==> src/source/rvv_isa_pkg.sv <==
// RISC-V vector ISA definitions for the vector front end
// Major opcode, LMUL, SEW and fixed-point rounding encodings
// Vset and arithmetic bit views of the instruction body, joined in one union
// Architectural configuration state and its reset values
package rvv_isa_pkg;

  // Width of the vstart CSR as carried in the configuration state
  localparam int VSTART_W = 7;

  // Major opcode of a dispatched vector instruction
  typedef enum logic [1:0] {
    LOAD  = 2'b00,
    STORE = 2'b01,
    RVV   = 2'b10
  } rvv_opcode_e;

  // Register group multiplier, vtype encoding
  typedef enum logic [2:0] {
    LMUL1     = 3'b000,
    LMUL2     = 3'b001,
    LMUL4     = 3'b010,
    LMUL8     = 3'b011,
    LMUL_RSVD = 3'b100,
    LMUL1_8   = 3'b101,
    LMUL1_4   = 3'b110,
    LMUL1_2   = 3'b111
  } rvv_lmul_e;

  // Selected element width, vtype encoding
  typedef enum logic [2:0] {
    SEW8  = 3'b000,
    SEW16 = 3'b001,
    SEW32 = 3'b010
  } rvv_sew_e;

  // Fixed-point rounding mode from vxrm
  typedef enum logic [1:0] {
    RNU = 2'b00,
    RNE = 2'b01,
    RDN = 2'b10,
    ROD = 2'b11
  } rvv_xrm_e;

  // Body seen as vsetvli / vsetivli / vsetvl
  // sel[1] low is vsetvli, 2'b11 is vsetivli, 2'b10 is vsetvl
  typedef struct packed {
    logic [1:0] sel;
    logic [1:0] rsvd;      // upper zimm bits, ignored
    logic       ma;
    logic       ta;
    rvv_sew_e   sew;
    rvv_lmul_e  lmul;
    logic [4:0] rs1_uimm;  // rs1 index, or AVL immediate for vsetivli
    logic [2:0] funct3;
    logic [4:0] rd;
  } rvv_vset_fields_t;

  // Body seen as an OP-V arithmetic instruction
  typedef struct packed {
    logic [5:0] funct6;
    logic       vm;
    logic [4:0] vs2;
    logic [4:0] vs1_rs1;
    logic [2:0] funct3;
    logic [4:0] vd;
  } rvv_arith_fields_t;

  // Same 25 bits, funct3 sits at [7:5] in both views
  typedef union packed {
    rvv_vset_fields_t  vset;
    rvv_arith_fields_t arith;
  } rvv_bits_u;

  typedef struct packed {
    rvv_opcode_e opcode;
    rvv_bits_u   bits;
  } rvv_inst_t;

  // Configuration in force for one instruction
  typedef struct packed {
    logic [31:0]         vl;
    logic [VSTART_W-1:0] vstart;
    rvv_xrm_e            xrm;
    rvv_lmul_e           lmul;
    rvv_sew_e            sew;
    logic                ta;
    logic                ma;
  } rvv_config_t;

  // Configuration after reset
  localparam logic [31:0] CFG_RESET_VL   = 32'd16;
  localparam rvv_sew_e    CFG_RESET_SEW  = SEW8;
  localparam rvv_lmul_e   CFG_RESET_LMUL = LMUL1;

endpackage

==> src/source/rvv_cmd_pkg.sv <==
// Command and writeback types of the vector front end
// Queued command: instruction, configuration in force and rs1 value
// Scalar register writeback produced by vset instructions
package rvv_cmd_pkg;

  import rvv_isa_pkg::*;

  // One entry of the command queue
  typedef struct packed {
    rvv_opcode_e opcode;
    rvv_bits_u   bits;
    // State that holds at this position in the dispatch group
    rvv_config_t arch_state;
    // Scalar operand, zero for pure vector-vector forms
    logic [31:0] rs1;
  } rvv_cmd_t;

  // Write of the new vl back into rd
  typedef struct packed {
    logic        valid;
    logic [4:0]  addr;
    logic [31:0] data;
  } reg_wb_t;

endpackage

==> src/source/rvv_front_end.sv <==
// Vector front end
// Lane acceptance against remaining queue capacity
// One cycle staging while scalar operands are read
// vtype/vl update chain across the staged group
// Command assembly and vl writeback for vset instructions
`timescale 1ns/100ps

module rvv_front_end
  import rvv_isa_pkg::*;
  import rvv_cmd_pkg::*;
#(
  parameter int N        = 4,
  parameter int CAP_BITS = 5
) (
  input  logic                  clk,
  input  logic                  rstn,
  input  logic [VSTART_W-1:0]   vstart_i,
  input  rvv_xrm_e              vxrm_i,
  input  logic [N-1:0]          inst_valid_i,
  input  rvv_inst_t [N-1:0]     inst_i,
  output logic [N-1:0]          inst_ready_o,
  input  logic [2*N-1:0][31:0]  reg_data_i,
  input  logic [CAP_BITS-1:0]   free_slots_i,
  output reg_wb_t [N-1:0]       reg_wb_o,
  output logic [N-1:0]          cmd_valid_o,
  output rvv_cmd_t [N-1:0]      cmd_o,
  output logic                  config_valid_o,
  output rvv_config_t           config_o
);

  localparam int COUNT_BITS = $clog2(N + 1);

  // Number of valid input lanes below each lane
  logic [COUNT_BITS-1:0] valid_psum [N];
  logic [CAP_BITS-1:0]   capacity;
  logic [COUNT_BITS-1:0] accept_count;

  // Instructions accepted last cycle, waiting for operands
  logic [N-1:0]          staged_valid_q;
  logic [COUNT_BITS-1:0] staged_count_q;
  rvv_inst_t [N-1:0]     staged_inst_q;

  // Architectural configuration and its per-lane chain
  rvv_config_t cfg_q;
  rvv_config_t cfg_chain [N+1];
  logic [N-1:0] is_vset;

  // Staged commands are not yet in the queue, so hold their slots back
  always_comb begin
    capacity = free_slots_i - CAP_BITS'(staged_count_q);
    valid_psum[0] = '0;
    accept_count = '0;
    for (int i = 0; i < N; i++) begin
      if (i + 1 < N) begin
        valid_psum[i+1] = valid_psum[i] + COUNT_BITS'(inst_valid_i[i]);
      end
      // Lowest valid lanes win, up to the remaining capacity
      inst_ready_o[i] = inst_valid_i[i] && (CAP_BITS'(valid_psum[i]) < capacity);
      accept_count = accept_count + COUNT_BITS'(inst_ready_o[i]);
    end
  end

  always_ff @(posedge clk or negedge rstn) begin
    if (!rstn) begin
      staged_valid_q <= '0;
      staged_count_q <= '0;
    end else begin
      staged_valid_q <= inst_ready_o;
      staged_count_q <= accept_count;
    end
  end

  always_ff @(posedge clk) begin
    staged_inst_q <= inst_i;
  end

  // Lane i sees cfg_chain[i], a vset in lane i produces cfg_chain[i+1]
  always_comb begin
    rvv_vset_fields_t vset;
    logic [31:0]      rs1_val;
    logic [31:0]      rs2_val;
    cfg_chain[0] = cfg_q;
    // Live CSR values override the stored copy
    cfg_chain[0].vstart = vstart_i;
    cfg_chain[0].xrm = vxrm_i;
    for (int i = 0; i < N; i++) begin
      vset = staged_inst_q[i].bits.vset;
      rs1_val = reg_data_i[2*i];
      rs2_val = reg_data_i[2*i+1];
      cfg_chain[i+1] = cfg_chain[i];
      // OPCFG space, funct3 all ones
      is_vset[i] = staged_valid_q[i] && (staged_inst_q[i].opcode == RVV) &&
                   (vset.funct3 == 3'b111);
      if (is_vset[i]) begin
        if (!vset.sel[1]) begin
          // vsetvli, AVL from rs1
          cfg_chain[i+1].vl = rs1_val;
          cfg_chain[i+1].lmul = vset.lmul;
          cfg_chain[i+1].sew = vset.sew;
          cfg_chain[i+1].ta = vset.ta;
          cfg_chain[i+1].ma = vset.ma;
        end else if (vset.sel[0]) begin
          // vsetivli, AVL is the 5-bit immediate
          cfg_chain[i+1].vl = 32'(vset.rs1_uimm);
          cfg_chain[i+1].lmul = vset.lmul;
          cfg_chain[i+1].sew = vset.sew;
          cfg_chain[i+1].ta = vset.ta;
          cfg_chain[i+1].ma = vset.ma;
        end else begin
          // vsetvl, vtype taken from rs2
          cfg_chain[i+1].vl = rs1_val;
          cfg_chain[i+1].lmul = rvv_lmul_e'(rs2_val[2:0]);
          cfg_chain[i+1].sew = rvv_sew_e'(rs2_val[5:3]);
          cfg_chain[i+1].ta = rs2_val[6];
          cfg_chain[i+1].ma = rs2_val[7];
        end
      end
    end
  end

  // State after the last lane becomes the new architectural state
  always_ff @(posedge clk or negedge rstn) begin
    if (!rstn) begin
      cfg_q <= '{
        vl:     CFG_RESET_VL,
        vstart: '0,
        xrm:    RNU,
        lmul:   CFG_RESET_LMUL,
        sew:    CFG_RESET_SEW,
        ta:     1'b0,
        ma:     1'b0
      };
    end else if (|staged_valid_q) begin
      cfg_q <= cfg_chain[N];
    end
  end

  // Stable only while nothing is in flight through the chain
  assign config_valid_o = ~|staged_valid_q;
  assign config_o = cfg_q;

  // Lanes stay unaligned here
  always_comb begin
    for (int i = 0; i < N; i++) begin
      cmd_valid_o[i] = staged_valid_q[i] && !is_vset[i];
      cmd_o[i].opcode = staged_inst_q[i].opcode;
      cmd_o[i].bits = staged_inst_q[i].bits;
      cmd_o[i].arch_state = cfg_chain[i];
      // funct3[2] marks the .vx/.vf style forms
      cmd_o[i].rs1 = staged_inst_q[i].bits.arith.funct3[2] ? reg_data_i[2*i] : '0;
      // New vl goes back to rd
      reg_wb_o[i].valid = is_vset[i];
      reg_wb_o[i].addr = staged_inst_q[i].bits.vset.rd;
      reg_wb_o[i].data = cfg_chain[i+1].vl;
    end
  end

endmodule

==> config.mk <==
export PLATFORM = sky130hd
export DESIGN_NAME = rvv_front_end
export DESIGN_NICKNAME = d
export VERILOG_FILES = /design/src/source/rvv_isa_pkg.sv /design/src/source/rvv_cmd_pkg.sv /design/src/source/rvv_front_end.sv
export SDC_FILE = /design/constraint.sdc
export NUM_CORES = 1
export LEC_CHECK = 0
export ABC_AREA = 1
export BUFFER_PORTS_ARGS = -buffer_cell sky130_fd_sc_hd__buf_2
export CAP_MARGIN = 20
export CORE_AREA = 10 10 396 398
export DETAILED_ROUTE_END_ITERATION = 10
export DIE_AREA = 0 0 406 408
export SKIP_CTS_REPAIR_TIMING = 1
export SLEW_MARGIN = 20
export SYNTH_ARGS = -nofsm -noshare
export SYNTH_HDL_FRONTEND = slang
export SYNTH_SLANG_ARGS = --single-unit
==> constraint.sdc <==
create_clock -name clk -period 4.8 [get_ports clk]
set_clock_uncertainty 0.15 [all_clocks]
set_input_delay 0.24 -clock clk [delete_from_list [all_inputs] [get_ports clk]]
set_output_delay 0.24 -clock clk [all_outputs]
set_load 0.005 [all_outputs]
==> results.yml <==
synthesis:
  yosys_warnings: 0
  synth_area_per_cell_sq_um: 7.01
  synthAdderAreaFrac: 0.0167
  synthSimpleGateAreaFrac: 0.313
  synth_cell_types: 36
  synth_top_family_by_area: "buffers and inverters"
  netlist_area_sq_um: 11900
  syn_inst: 1692
  synth_compound_gate_area_share: 0.0201
  syn-num-nets: 2090
  ys_seq_area_frac: 0.300
  synth_xor_area_frac: 0.000738
  ys_ff_latch: 164
  synth_mux_area_frac: 0.00854
cts:
  clk_latency_ns: 0.54
  clockRootBuffer: "clkbuf_16"
  cts_sinks: 164
  h-tree-depth: 4
  cts_made_buffers: 17
  cts.path.max_buffers: 2
  clk_pin_slew_ns: 0.10
  cts_tree: "built"
pwr:
  power_density_nw_per_um2: 419
  ir_worst_vdd_uv: 308
  p_leak_nw: 10.5
  finalPower_mw: 7.61
final_layout:
  area_delta_synth_final_pct: 53.2
  drive_gt1_frac: 0.457
  final_cell_count_no_fill: 4356
  n_fill_cell: 17329
  fin_util: 0.122
  final_nets: 2784
sta:
  rsz0062_at_grt: "false"
  clock.fmax_mhz: 244
  min_period_ns: 4.09
  tightest_slew_ns: 1.01
  finalSetupViolCount: 0
  hold_violations: 1
  slew_headroom: 0.324
  worst_hold_slack_ns: -0.00989
  fin_crit_sh: 0.852
  finalMaxSlewViolations: 0
  setup-tns-final_ns: 0
place:
  dp_hpwl_um: 107000
  placedCellCount: 4145
  place_congestion: 0.872
  port_buffers: 929
routing:
  route.detailed.wl_per_inst_um: 28.2
  dr_total_vias: 13810
  postRouteAntennaNets: 0
  drc: 0
  avgViaCountPerCell: 3.17
  totalWireLength_um: 123000
  dr.pass1.iters: 6
  drt_iter0_drc: 1147
die:
  die_w_um: 406
  dieArea_sq_um: 166000
  ios: 1026
  rows: 142
  die_height_um: 408
  initial_utilization: 0.0797
  core_sq_um: 149000
worst_setup_path:
  reg2reg_from: "cmd_o[194]"
  worstRegToRegCells: 11
  crit_start: "cmd_o[194]"
  required_ns: 4.41
  critPathKind: "flip-flop to output pin"
  critPathLaunchType: "flip-flop"
  worst_ep_arrival_time_ns: 3.70
  cp-end-kind: "output pin"
  reg2reg_to: "cmd_o[78]"
  cp_max_fo: 27
  r2r_setup_slack_ns: 1.18
run:
  drv_cap: 0
grt:
  track_usage: 0.139
  grt_pass1_vias: 13038
  antenna_found_initial: 40
  grt_first_pass_wirelength_um: 148000
  overflow: 0
  grt_max_degree: 41
min_path:
  hold_path_depth: 5
  hold_end: "cmd_o[76]"
  hp-class: "input pin to flip-flop"
  worstHoldStart: "reg_data_i[155]"
status:
  violations: "negative hold slack"
  status: "complete, but fails checks"
## Yosys cell counts
cell type,number,area (sq um)
nand2_1,524,1970
buf_4,392,2940
inv_1,213,800
nand3_1,115,576
dfxtp_1,108,2160
nand2_2,62,388
dfrtp_1,55,1380
and2_1,50,313
nand3_2,25,250
buf_2,22,110
nor2_1,20,75.1
clkbuf_1,14,52.6
a21oi_1,13,65.1
ha_1,11,138
o21ai_0,10,50.1
buf_6,9,101
mux2_2,9,101
a21o_1,6,45.0
clkinv_1,4,15.0
o211ai_1,4,30.0
fa_1,3,60.1
nor2_4,3,33.8
a21oi_4,2,32.5
buf_1,2,7.51
inv_2,2,7.51
nand2_4,2,22.5
nand4_1,2,12.5
nor2_8,2,40.0
a41oi_1,1,8.76
dfstp_2,1,26.3
nand3_4,1,17.5
nand3b_1,1,7.51
nor2_2,1,6.26
nor4_1,1,6.26
o21a_1,1,7.51
xnor2_1,1,8.76
## area by class of cell
| cell class | instances | area, sq um | share of cell area |
|---|---|---|---|
| antenna | 13 | 32.5 | 0.00179 |
| clock buffer | 18 | 429 | 0.0236 |
| clock inverter | 14 | 159 | 0.00874 |
| inverter | 219 | 822 | 0.0452 |
| multi-input combinational | 870 | 4280 | 0.235 |
| sequential | 164 | 3570 | 0.196 |
| tap | 1944 | 2430 | 0.134 |
| timing repair buffer | 1114 | 6460 | 0.355 |
## per-layer routing
metal,GRT usage,share of wire
met2,0.221,0.45
met5,0,0.00034
met1,0.170,0.41
met3,0.0698,0.12
met4,0.0258,0.020
## how the worst max path moves through the flow
stage | end | slack [ns]
CTS | reg_wb_o[145] | 0.37
global route | reg_wb_o[145] | 0.27
finish | reg_wb_o[123] | 0.71
detailed placement | reg_wb_o[145] | 1.02
floorplan | staged_count_q[1] | 1.86
global placement | reg_wb_o[145] | 1.00
## power by group
part	internal (mW)	switching (mW)
sequential	1.57	0.359
clock	0.740	0.822
combinational	1.43	2.69
## state kept, by name, indices dropped and copies added, names as in the netlist
register	cells
staged_count_q	3
config_o	9
cmd_o	148
staged_valid_q	4
## cell usage in the layout (no fill, tap or decap), drive strengths merged, types with 13 or more instances in the layout
| cell | instances |
|---|---|
| dlygate4sd3 | 166 |
| diode | 13 |
| dfxtp | 108 |
| nand2 | 588 |
| nand3 | 141 |
| a21oi | 15 |
| clkbuf | 18 |
| buf | 948 |
| and2 | 50 |
| dfrtp | 55 |
| nor2 | 26 |
| inv | 224 |
## metrics by stage
step | worst slack [ns] | area (sq um) | hold slack (ns)
final | 0.708 | 18200 | -0.00989
after global routing | 0.265 | 18200 | 0.000452
after CTS | 0.368 | 16500 | -0.501
after detailed placement | 1.02 | 15900 | 0.141
after global placement | 1.00 | 15900 | 0.133
after floorplan | 1.86 | 11900 | -0.206
## worst max-delay path, stage by stage, from the launching register on
cell     delay [ns]
dfxtp_1        0.58
nand2_1        0.24
nor2_4         0.21
nand2_4        0.37
nor2_8         0.65
nand2_1        0.14
nand2_2        0.13
nand2_1        0.06
nand2_1        0.14
nand2_1        0.08
nand2_1        0.21
buf_2          0.25
## cell families after synthesis
group           after synthesis
mux                           9
buf+inv                     658
fa+ha+maj                    14
compound gates               37
simple gates                809
xor+xnor                      1
flops                       164
Power figures use the tool's default switching activity.
