## config.mk

```make
export PLATFORM = sky130hd
export DESIGN_NAME = cmd_aligner
export DESIGN_NICKNAME = d
export VERILOG_FILES = /design/src/source/rvv_isa_pkg.sv /design/src/source/rvv_cmd_pkg.sv /design/src/source/cmd_aligner.sv
export SDC_FILE = /design/constraint.sdc
export NUM_CORES = 1
export LEC_CHECK = 0
export ABC_AREA = 0
export BUFFER_PORTS_ARGS = -buffer_cell sky130_fd_sc_hd__buf_4
export CORE_AREA = 2 2 340 342
export DETAILED_ROUTE_END_ITERATION = 8
export DIE_AREA = 0 0 342 344
export GPL_TIMING_DRIVEN = 1
export MAX_ROUTING_LAYER = met4
export PLACE_DENSITY = 0.4
export REMOVE_ABC_BUFFERS = 1
export SLEW_MARGIN = 10
export SYNTH_ARGS = -nofsm -noshare
export SYNTH_HDL_FRONTEND = slang
export SYNTH_SLANG_ARGS = --single-unit
```

## constraint.sdc

```tcl
create_clock -name vclk -period 4.5
set_input_delay 0.675 -clock vclk [all_inputs]
set_output_delay 0.675 -clock vclk [all_outputs]
set_load 0.005 [all_outputs]
```

## src/source/rvv_isa_pkg.sv

```systemverilog
// RISC-V vector ISA definitions for the vector front end
// Major opcode, LMUL, SEW and fixed-point rounding encodings
// Vset and arithmetic bit views of the instruction body, joined in one union
// Architectural configuration state and its reset values
package rvv_isa_pkg;

  // Width of the vstart CSR as carried in the configuration state
  localparam int VSTART_W = 7;

  // Major opcode of a dispatched vector instruction
  typedef enum logic [1:0] {
    LOAD  = 2'b00,
    STORE = 2'b01,
    RVV   = 2'b10
  } rvv_opcode_e;

  // Register group multiplier, vtype encoding
  typedef enum logic [2:0] {
    LMUL1     = 3'b000,
    LMUL2     = 3'b001,
    LMUL4     = 3'b010,
    LMUL8     = 3'b011,
    LMUL_RSVD = 3'b100,
    LMUL1_8   = 3'b101,
    LMUL1_4   = 3'b110,
    LMUL1_2   = 3'b111
  } rvv_lmul_e;

  // Selected element width, vtype encoding
  typedef enum logic [2:0] {
    SEW8  = 3'b000,
    SEW16 = 3'b001,
    SEW32 = 3'b010
  } rvv_sew_e;

  // Fixed-point rounding mode from vxrm
  typedef enum logic [1:0] {
    RNU = 2'b00,
    RNE = 2'b01,
    RDN = 2'b10,
    ROD = 2'b11
  } rvv_xrm_e;

  // Body seen as vsetvli / vsetivli / vsetvl
  // sel[1] low is vsetvli, 2'b11 is vsetivli, 2'b10 is vsetvl
  typedef struct packed {
    logic [1:0] sel;
    logic [1:0] rsvd;      // upper zimm bits, ignored
    logic       ma;
    logic       ta;
    rvv_sew_e   sew;
    rvv_lmul_e  lmul;
    logic [4:0] rs1_uimm;  // rs1 index, or AVL immediate for vsetivli
    logic [2:0] funct3;
    logic [4:0] rd;
  } rvv_vset_fields_t;

  // Body seen as an OP-V arithmetic instruction
  typedef struct packed {
    logic [5:0] funct6;
    logic       vm;
    logic [4:0] vs2;
    logic [4:0] vs1_rs1;
    logic [2:0] funct3;
    logic [4:0] vd;
  } rvv_arith_fields_t;

  // Same 25 bits, funct3 sits at [7:5] in both views
  typedef union packed {
    rvv_vset_fields_t  vset;
    rvv_arith_fields_t arith;
  } rvv_bits_u;

  typedef struct packed {
    rvv_opcode_e opcode;
    rvv_bits_u   bits;
  } rvv_inst_t;

  // Configuration in force for one instruction
  typedef struct packed {
    logic [31:0]         vl;
    logic [VSTART_W-1:0] vstart;
    rvv_xrm_e            xrm;
    rvv_lmul_e           lmul;
    rvv_sew_e            sew;
    logic                ta;
    logic                ma;
  } rvv_config_t;

  // Configuration after reset
  localparam logic [31:0] CFG_RESET_VL   = 32'd16;
  localparam rvv_sew_e    CFG_RESET_SEW  = SEW8;
  localparam rvv_lmul_e   CFG_RESET_LMUL = LMUL1;

endpackage

```

## src/source/rvv_cmd_pkg.sv

```systemverilog
// Command and writeback types of the vector front end
// Queued command: instruction, configuration in force and rs1 value
// Scalar register writeback produced by vset instructions
package rvv_cmd_pkg;

  import rvv_isa_pkg::*;

  // One entry of the command queue
  typedef struct packed {
    rvv_opcode_e opcode;
    rvv_bits_u   bits;
    // State that holds at this position in the dispatch group
    rvv_config_t arch_state;
    // Scalar operand, zero for pure vector-vector forms
    logic [31:0] rs1;
  } rvv_cmd_t;

  // Write of the new vl back into rd
  typedef struct packed {
    logic        valid;
    logic [4:0]  addr;
    logic [31:0] data;
  } reg_wb_t;

endpackage

```

## src/source/cmd_aligner.sv

```systemverilog
// Command lane compaction
// Moves valid lanes down to the lowest lanes, keeping program order
`timescale 1ns/100ps

module cmd_aligner
  import rvv_cmd_pkg::*;
#(
  parameter int N = 4
) (
  input  logic [N-1:0]     valid_i,
  input  rvv_cmd_t [N-1:0] cmd_i,
  output logic [N-1:0]     valid_o,
  output rvv_cmd_t [N-1:0] cmd_o
);

  localparam int IDX_BITS = (N > 1) ? $clog2(N) : 1;

  // Output lane k takes the k-th valid input
  always_comb begin
    logic [IDX_BITS-1:0] slot;
    valid_o = '0;
    cmd_o = '0;
    slot = '0;
    for (int i = 0; i < N; i++) begin
      if (valid_i[i]) begin
        valid_o[slot] = 1'b1;
        cmd_o[slot] = cmd_i[i];
        // Wraps only after the last lane, when nothing is left to place
        slot = slot + 1'b1;
      end
    end
  end

endmodule

```

==> qor.csv, run 1 <==
stage,metric,value,unit
run_status,outcome,finished clean,
synthesis,Post-Syn Instances,1527,
place,placed instance count,3767,
clock_network,PostCTS Resize Cnt,0,
clock_network,hold buffer count at CTS,0,
finish,final non-filler cell area,0.0192,sq mm
setup_path,Worst EP arrival,3.29,ns
sta,Tightest Pin Transition,1.06,ns
synthesis,count of cell types in the netlist,28,
place,Port Buf Inserts,872,
die,core area,0.114,sq mm
routing,DRT iter0 DRCs,1166,
synthesis,Post-Synth Adder-Cell Area,0.00639,
setup_path,critical path cell sequence,buf_6 -> inv_1 -> ha_4 -> nand2_8 -> buf_4 -> a2bb2oi_1 -> mux2_2 -> buf_4,
synthesis,syn avg cell area,7.19,sq um
place,DP Area,0.0192,sq mm
routing,Post-Route WL,108000,um
finish,layout cell share with drive strength beyond 1,0.466,
finish,"commonest non-fill, non-tap cell in the layout",buf_4,
sta,Setup WS post-layout,0.537,ns
hold_path,worst hold path type,in2out,
setup_path,critical path's most frequent cell,buf_4,
setup_path,CP top delay family,compound AO/OA/AOI/OAI gates,
global_route,global-route wire length before repair,141000,um
die,area of the die,0.118,sq mm
synthesis,register area share after synthesis,0,
routing,# DRC,0,
global_route,antenna violations before repair,12,
setup_path,Crit Path Class,in2out,
global_route,GRT Resource Usage Total,0.174,
die,num rows,124,
pwr,VDD IR max,0.0000745,V
place,hpwl dp,86000,um
finish,clkbuf count,0,
sta,Final setup viols,0,
setup_path,CP Max Fanout,43,
finish,Reg area,0,sq um
die,initial core utilization,0.0963,
sta,fmax,252,MHz
finish,seq_cells,0,
sta,min Tclk post-route,3.96,ns
sta,Hold WS,1.66,ns
routing,DR vias/cell,4.33,
sta,Worst slew margin,0.294,
finish,Fill cells,13154,
finish,"non-filler cells, final",3778,
pwr,Pleak,0.0107,uW
global_route,largest net degree at the start of global routing,159,
synthesis,synth warn,0,
finish,Area growth syn-to-layout,75.4,%
setup_path,crit end category,output port,
place,pre-CTS setup slack,0.504,ns
synthesis,Compound-Gate Fraction of Synth Area,0.223,
synthesis,area share of and/or/nand/nor cells after synthesis,0.232,
sta,Fin Setup TNS,0,ns
place,GP Congestion,0.923,
pwr,Power Dens Cells,133,mW/mm^2
setup_path,max incr delay on CP,0.86,ns
sta,max-slew violation count,0,
die,IO Pins,872,
setup_path,Crit path buffers/inverters,4,
run,total of max-cap violations,0,
global_route,total congestion overflow,0,
setup_path,Worst Path Required,3.83,ns
routing,Routed WL per cell,28.5,um
synthesis,Post-Syn Area,0.0110,sq mm
routing,via count,16362,
die,Die X,342,um
setup_path,CP max stage cell,a2bb2oi_1,
routing,drt pass-1 iters,6,
synthesis,mux contribution to synthesized area,0.410,
finish,"commonest cells after routing, fill and taps aside","buf_4, mux2i_1, nand2_1, nand3_1, inv_1",
synthesis,largest family of logic cells by synthesized area,multiplexers,
synthesis,Post-Synth XOR/XNOR Area,0,
sta,Fin. Hold Viols,0,
sta,final period utilization,0.881,
clock_network,post-CTS setup buffers,0,
finish,Nets,2698,
global_route,via count of the first global-routing pass,16055,
routing,Post-DRT Antenna Nets,0,
die,Die Ht,344,um
setup_path,Critical Path Start Type,input port,
sta,RSZ-0062 raised after global routing,no,
==> layer usage <==
| metal | vias to the layer above | routed length [um] | track usage |
|---|---|---|---|
| met4 | 0 | 1070 | 0.0134 |
| met2 | 898 | 52900 | 0.295 |
| met3 | 42 | 8510 | 0.0324 |
| met1 | 8235 | 45400 | 0.221 |
| met5 | - | 0 | - |
| li1 | 7187 | - | - |
==> cells by family after synthesis <==
logic type | Yosys count
compound gates | 327
simple gates | 450
mux | 432
buf+inv | 313
fa+ha+maj | 5
==> stage by stage <==
step	power [uW]	utilization
6_report	2550	0.169
2_1_floorplan	1060	-
3_3_place_gp	2580	0.169
4_1_cts	2580	0.169
5_1_grt	2690	0.169
3_5_place_dp	2570	0.169
==> power by group <==
part	switching, uW	internal (uW)	leakage, uW	total (uW)
Combinational	1350	1210	0.0107	2550
Sequential	0	0	0	0
Clock	0	0.00000551	0.0000000697	0.00000558
==> worst paths after layout <==
path,start,end,slack [ns],depth (start not counted)
min,cmd_i[353],cmd_o[29],1.66,3
max,valid_i[0],cmd_o[7],0.54,8
==> layout make-up <==
class              instances  area (sq um)  area share
diodes                    11          27.5     0.00143
inverters                110           413      0.0215
multi-input cells       1214          9660       0.502
well taps               1512          1890      0.0983
repair buffers           931          7250       0.377
==> cell usage after synthesis, types with 8 or more instances <==
master / number / area share
nand2_1: 112 / 0.038
clkbuf_1: 98 / 0.034
mux2_4: 9 / 0.012
buf_4: 29 / 0.020
buf_6: 8 / 0.0082
inv_1: 110 / 0.038
buf_1: 10 / 0.0034
mux2i_1: 324 / 0.30
buf_2: 58 / 0.026
nand3_1: 112 / 0.051
a22oi_1: 108 / 0.074
a2bb2oi_1: 108 / 0.086
a31oi_1: 108 / 0.062
nand3b_1: 108 / 0.074
mux2_2: 99 / 0.10
and3_1: 109 / 0.062
No activity file was read; power rests on OpenSTA's default activity.
==> inputs of run 2 (changes only) <==
- MAX_ROUTING_LAYER: met4 -> not set
- REMOVE_ABC_BUFFERS: 1 -> not set
==> qor.csv, run 2 (synthesized netlist as in run 1, its figures left out) <==
stage,metric,value,unit,change
sta,Setup WS post-layout,0.543,ns,was 0.537 ns
setup_path,Critical Path Start Type,input port,,unchanged
run,total of max-cap violations,0,,unchanged
setup_path,critical path cell sequence,clkbuf_8 -> fa_1 -> nor2b_1 -> o21ai_4 -> buf_12 -> mux2i_1 -> buf_4,,was buf_6 -> inv_1 -> ha_4 -> nand2_8 -> buf_4 -> a2bb2oi_1 -> mux2_2 -> buf_4
sta,fmax,253,MHz,was 252 MHz
sta,max-slew violation count,0,,unchanged
die,core area,0.114,sq mm,unchanged
finish,layout cell share with drive strength beyond 1,0.469,,was 0.466
setup_path,max incr delay on CP,0.72,ns,was 0.86 ns
global_route,total congestion overflow,0,,unchanged
clock_network,hold buffer count at CTS,0,,unchanged
setup_path,CP Max Fanout,47,,was 43
run_status,outcome,finished clean,,unchanged
die,initial core utilization,0.0963,,unchanged
die,Die Ht,344,um,unchanged
sta,RSZ-0062 raised after global routing,no,,unchanged
global_route,via count of the first global-routing pass,16172,,"was 16,055"
clock_network,PostCTS Resize Cnt,0,,unchanged
sta,min Tclk post-route,3.96,ns,about the same
finish,Area growth syn-to-layout,76.7,%,was 75.4%
sta,final period utilization,0.879,,was 0.881
setup_path,crit end category,output port,,unchanged
synthesis,Syn Nets,1968,,
global_route,largest net degree at the start of global routing,132,,was 159
hold_path,worst hold path type,in2out,,unchanged
sta,Tightest Pin Transition,1.02,ns,was 1.06 ns
die,IO Pins,872,,unchanged
routing,drt pass-1 iters,6,,unchanged
routing,met3 WL,6520,um,was 8510 um
die,num rows,124,,unchanged
finish,Finished Core Util,0.170,,was 0.169
die,Die X,342,um,unchanged
setup_path,CP max stage cell,mux2i_1,,was a2bb2oi_1
sta,Worst slew margin,0.319,,was 0.294
setup_path,Worst Path Required,3.83,ns,about the same
routing,Post-DRT Antenna Nets,0,,unchanged
setup_path,Worst EP arrival,3.28,ns,was 3.29 ns
routing,routed wl met2,51100,um,"was 52,900 um"
sta,Fin Setup TNS,0,ns,unchanged
finish,"commonest non-fill, non-tap cell in the layout",buf_4,,unchanged
routing,DRT iter0 DRCs,1079,,"was 1,166"
routing,Post-Route WL,105000,um,"was 108,000 um"
finish,Reg area,0,sq um,unchanged
routing,DR vias/cell,4.30,,was 4.33
setup_path,Crit Path Class,in2out,,unchanged
die,area of the die,0.118,sq mm,unchanged
place,Port Buf Inserts,872,,unchanged
global_route,antenna violations before repair,12,,unchanged
finish,"commonest cells after routing, fill and taps aside","buf_4, mux2i_1, nand2_1, nand3_1, inv_1",,unchanged
routing,Routed WL per cell,27.6,um,was 28.5 um
global_route,global-route wire length before repair,138000,um,"was 141,000 um"
finish,Nets,2712,,"was 2,698"
routing,via count,16288,,"was 16,362"
place,pre-CTS setup slack,0.722,ns,was 0.504 ns
sta,Final setup viols,0,,unchanged
sta,Fin. Hold Viols,0,,unchanged
finish,clkbuf count,0,,unchanged
routing,routed length on met1,44800,um,"was 45,400 um"
finish,seq_cells,0,,unchanged
place,hpwl dp,83300,um,"was 86,000 um"
clock_network,post-CTS setup buffers,0,,unchanged
routing,# DRC,0,,unchanged
routing,top sig layer,met5,,was met4
global_route,GRT Resource Usage Total,0.163,,was 0.174
place,GP Congestion,0.941,,was 0.923
-- run 2: changes by cell type in the layout (fill, tap and decap cells not counted) --
cell / before / now
buf_6: 2 / 1
diode_2: 11 / 6
buf_4: 908 / 918
buf_12: 20 / 24
clkbuf_8: 0 / 1
-- run 2: stage by stage --
| step | hold slack, ns | cell area [sq um] | std cells |
|---|---|---|---|
| after floorplan | 1.43 | 11000 | 1527 |
| after global placement | 1.66 | 19400 | 3781 |
| after detailed placement | 1.66 | 19400 | 3781 |
| after CTS | 1.66 | 19400 | 3781 |
| after global routing | 1.67 | 19400 | 3785 |
| final | 1.66 | 19400 | 3787 |
-- run 2: cell type report --
type	count	area [sq um]
Multi-Input combinational cell	1214	9660
Fill cell	13082	94500
Timing Repair Buffer	945	7410
Inverter	110	413
Antenna cell	6	15.0
Tap cell	1512	1890
-- run 2: final timing paths --
path / startpoint / endpoint / depth (start not counted)
worst min-delay path: cmd_i[352] / cmd_o[28] / 3
worst max-delay path: valid_i[0] / cmd_o[261] / 7
-- run 2: metal layers --
layer / global-route usage / up-vias
li1: - / 7208
met5: 0 / -
met3: 0.0238 / 91
met2: 0.284 / 847
met4: 0.0309 / 12
met1: 0.215 / 8130
-- run 2: critical path, delay by kind of cell --
family	cells	cell delay, ns
AOI/OAI and AO/OA	1	0.14
buffers and inverters	3	0.65
and+or+nand+nor	1	0.34
adders and majority gates	1	0.55
muxes	1	0.72
==> inputs of run 3 (changes only) <==
- MAX_ROUTING_LAYER: not set -> met4
- PLACE_DENSITY: 0.4 -> 0.34
==> qor.csv, run 3 (synthesized netlist as in run 1, its figures left out) <==
stage,metric,value,unit,change
global_route,global-route wire length before repair,141000,um,"was 138,000 um"
pwr,P_int,1210,uW,
pwr,Flop pwr share,0,,
sta,final period utilization,0.834,,was 0.879
global_route,via count of the first global-routing pass,16473,,"was 16,172"
synthesis,Syn Nets,1968,,unchanged
routing,Post-Route WL,107000,um,"was 105,000 um"
sta,Worst slew margin,0.284,,was 0.319
setup_path,critical path cell sequence,clkbuf_8 -> buf_4 -> buf_4 -> a22oi_1 -> a2bb2oi_1 -> mux2_2 -> buf_4,,was clkbuf_8 -> fa_1 -> nor2b_1 -> o21ai_4 -> buf_12 -> mux2i_1 -> buf_4
routing,DRT iter0 DRCs,1007,,"was 1,079"
pwr,Combinational Power Share,1.000,,
routing,Post-DRT Antenna Nets,0,,unchanged
setup_path,Critical Path Start Type,input port,,unchanged
hold_path,worst hold path type,in2out,,unchanged
clock_network,hold buffer count at CTS,0,,unchanged
setup_path,CP max stage cell,buf_4,,was mux2i_1
finish,clkbuf count,0,,unchanged
setup_path,Worst Path Required,3.83,ns,about the same
finish,Finished Core Util,0.169,,was 0.170
die,initial core utilization,0.0963,,unchanged
hold_path,hold depth,3,,unchanged
sta,fmax,266,MHz,was 253 MHz
setup_path,crit end category,output port,,unchanged
place,Port Buf Inserts,872,,unchanged
sta,RSZ-0062 raised after global routing,no,,unchanged
pwr,Sw Ratio,0.520,,
finish,Area growth syn-to-layout,75.7,%,was 76.7%
setup_path,Crit path buffers/inverters,4,,was 3
run_status,outcome,finished clean,,unchanged
routing,via count,16137,,"was 16,288"
pwr,proportion of power drawn by the clock network,0,,
sta,Fin. Hold Viols,0,,unchanged
clock_network,PostCTS Resize Cnt,0,,unchanged
hold_path,HP Start,cmd_i[429],,was cmd_i[352]
finish,Nets,2701,,"was 2,712"
die,IO Pins,872,,unchanged
finish,"non-filler cells, final",3781,,"was 3,787"
die,num rows,124,,unchanged
global_route,antenna violations before repair,19,,was 12
setup_path,CP Max Fanout,69,,was 47
die,Die Ht,344,um,unchanged
setup_path,Worst EP arrival,3.08,ns,was 3.28 ns
sta,Fin Setup TNS,0,ns,unchanged
finish,seq_cells,0,,unchanged
pwr,Power Dens Cells,131,mW/mm^2,
setup_path,max incr delay on CP,0.65,ns,was 0.72 ns
place,GP Congestion,0.930,,was 0.941
clock_network,post-CTS setup buffers,0,,unchanged
hold_path,Hold Path End,cmd_o[105],,was cmd_o[28]
sta,Final setup viols,0,,unchanged
sta,Tightest Pin Transition,1.07,ns,was 1.02 ns
finish,"commonest cells after routing, fill and taps aside","buf_4, mux2i_1, nand2_1, nand3_1, inv_1",,unchanged
pwr,Sw Pwr,1310,uW,
global_route,GRT Resource Usage Total,0.173,,was 0.163
setup_path,critical path's most frequent cell,buf_4,,
finish,Reg area,0,sq um,unchanged
pwr,VDD IR max,0.0000691,V,
finish,layout cell share with drive strength beyond 1,0.466,,was 0.469
sta,max-slew violation count,0,,unchanged
setup_path,CP top delay family,buffers and inverters,,was multiplexers
setup_path,Crit Path Class,in2out,,unchanged
place,hpwl dp,85600,um,"was 83,300 um"
global_route,largest net degree at the start of global routing,148,,was 132
sta,min Tclk post-route,3.75,ns,was 3.96 ns
die,Die X,342,um,unchanged
global_route,total congestion overflow,0,,unchanged
routing,drt pass-1 iters,6,,unchanged
routing,# DRC,0,,unchanged
die,area of the die,0.118,sq mm,unchanged
finish,"commonest non-fill, non-tap cell in the layout",buf_4,,unchanged
routing,Routed WL per cell,28.3,um,was 27.6 um
pwr,Pleak,0.0107,uW,
place,placed instance count,3770,,"was 3,781"
routing,DR vias/cell,4.27,,was 4.30
die,core area,0.114,sq mm,unchanged
run,total of max-cap violations,0,,unchanged
## run 3: cell count changes in the layout (fill, tap and decap cells not counted)
cell     before  now
buf_4       918  910
buf_12       24   21
diode_2       6   11
## run 3: area by class of cell
| type | count | area [sq um] |
|---|---|---|
| Fill cell | 13186 | 94600 |
| Multi-Input combinational cell | 1214 | 9660 |
| Timing Repair Buffer | 934 | 7290 |
| Tap cell | 1512 | 1890 |
| Inverter | 110 | 413 |
| Antenna cell | 11 | 27.5 |
## run 3: power by group through the flow
stage	combinational (uW)	sequential, uW	clock [uW]
detailed placement	2530	0	0
floorplan	1020	0	0
finish	2520	0	0.000329
CTS	2550	0	0
global placement	2550	0	0
global route	2660	0	0.000329
## run 3: per-stage QoR
step / total power [uW] / setup slack [ns] / hold WS, ns / instance area, sq um
global route: 2660 / 0.611 / 1.66 / 19300
finish: 2520 / 0.745 / 1.65 / 19300
CTS: 2550 / 0.632 / 1.66 / 19300
global placement: 2550 / 0.637 / 1.66 / 19300
floorplan: 1020 / 1.31 / 1.43 / 11000
detailed placement: 2530 / 0.630 / 1.66 / 19300
## run 3: routing by layer
layer / track usage / wire, um / up-vias
li1: - / - / 7208
met1: 0.205 / 43300 / 8052
met2: 0.304 / 54300 / 803
met3: 0.0328 / 7220 / 74
met4: 0.0308 / 2240 / 0
met5: - / 0 / -
## run 3: worst max-delay path by stage
stage | slack, ns | to | cells after the start | startpoint
final | 0.75 | cmd_o[87] | 7 | valid_i[0]
after global routing | 0.61 | cmd_o[418] | 8 | valid_i[0]
after CTS | 0.63 | cmd_o[79] | 7 | valid_i[0]
after detailed placement | 0.63 | cmd_o[79] | 7 | valid_i[0]
after global placement | 0.64 | cmd_o[79] | 7 | valid_i[0]
after floorplan | 1.31 | cmd_o[101] | 11 | valid_i[0]
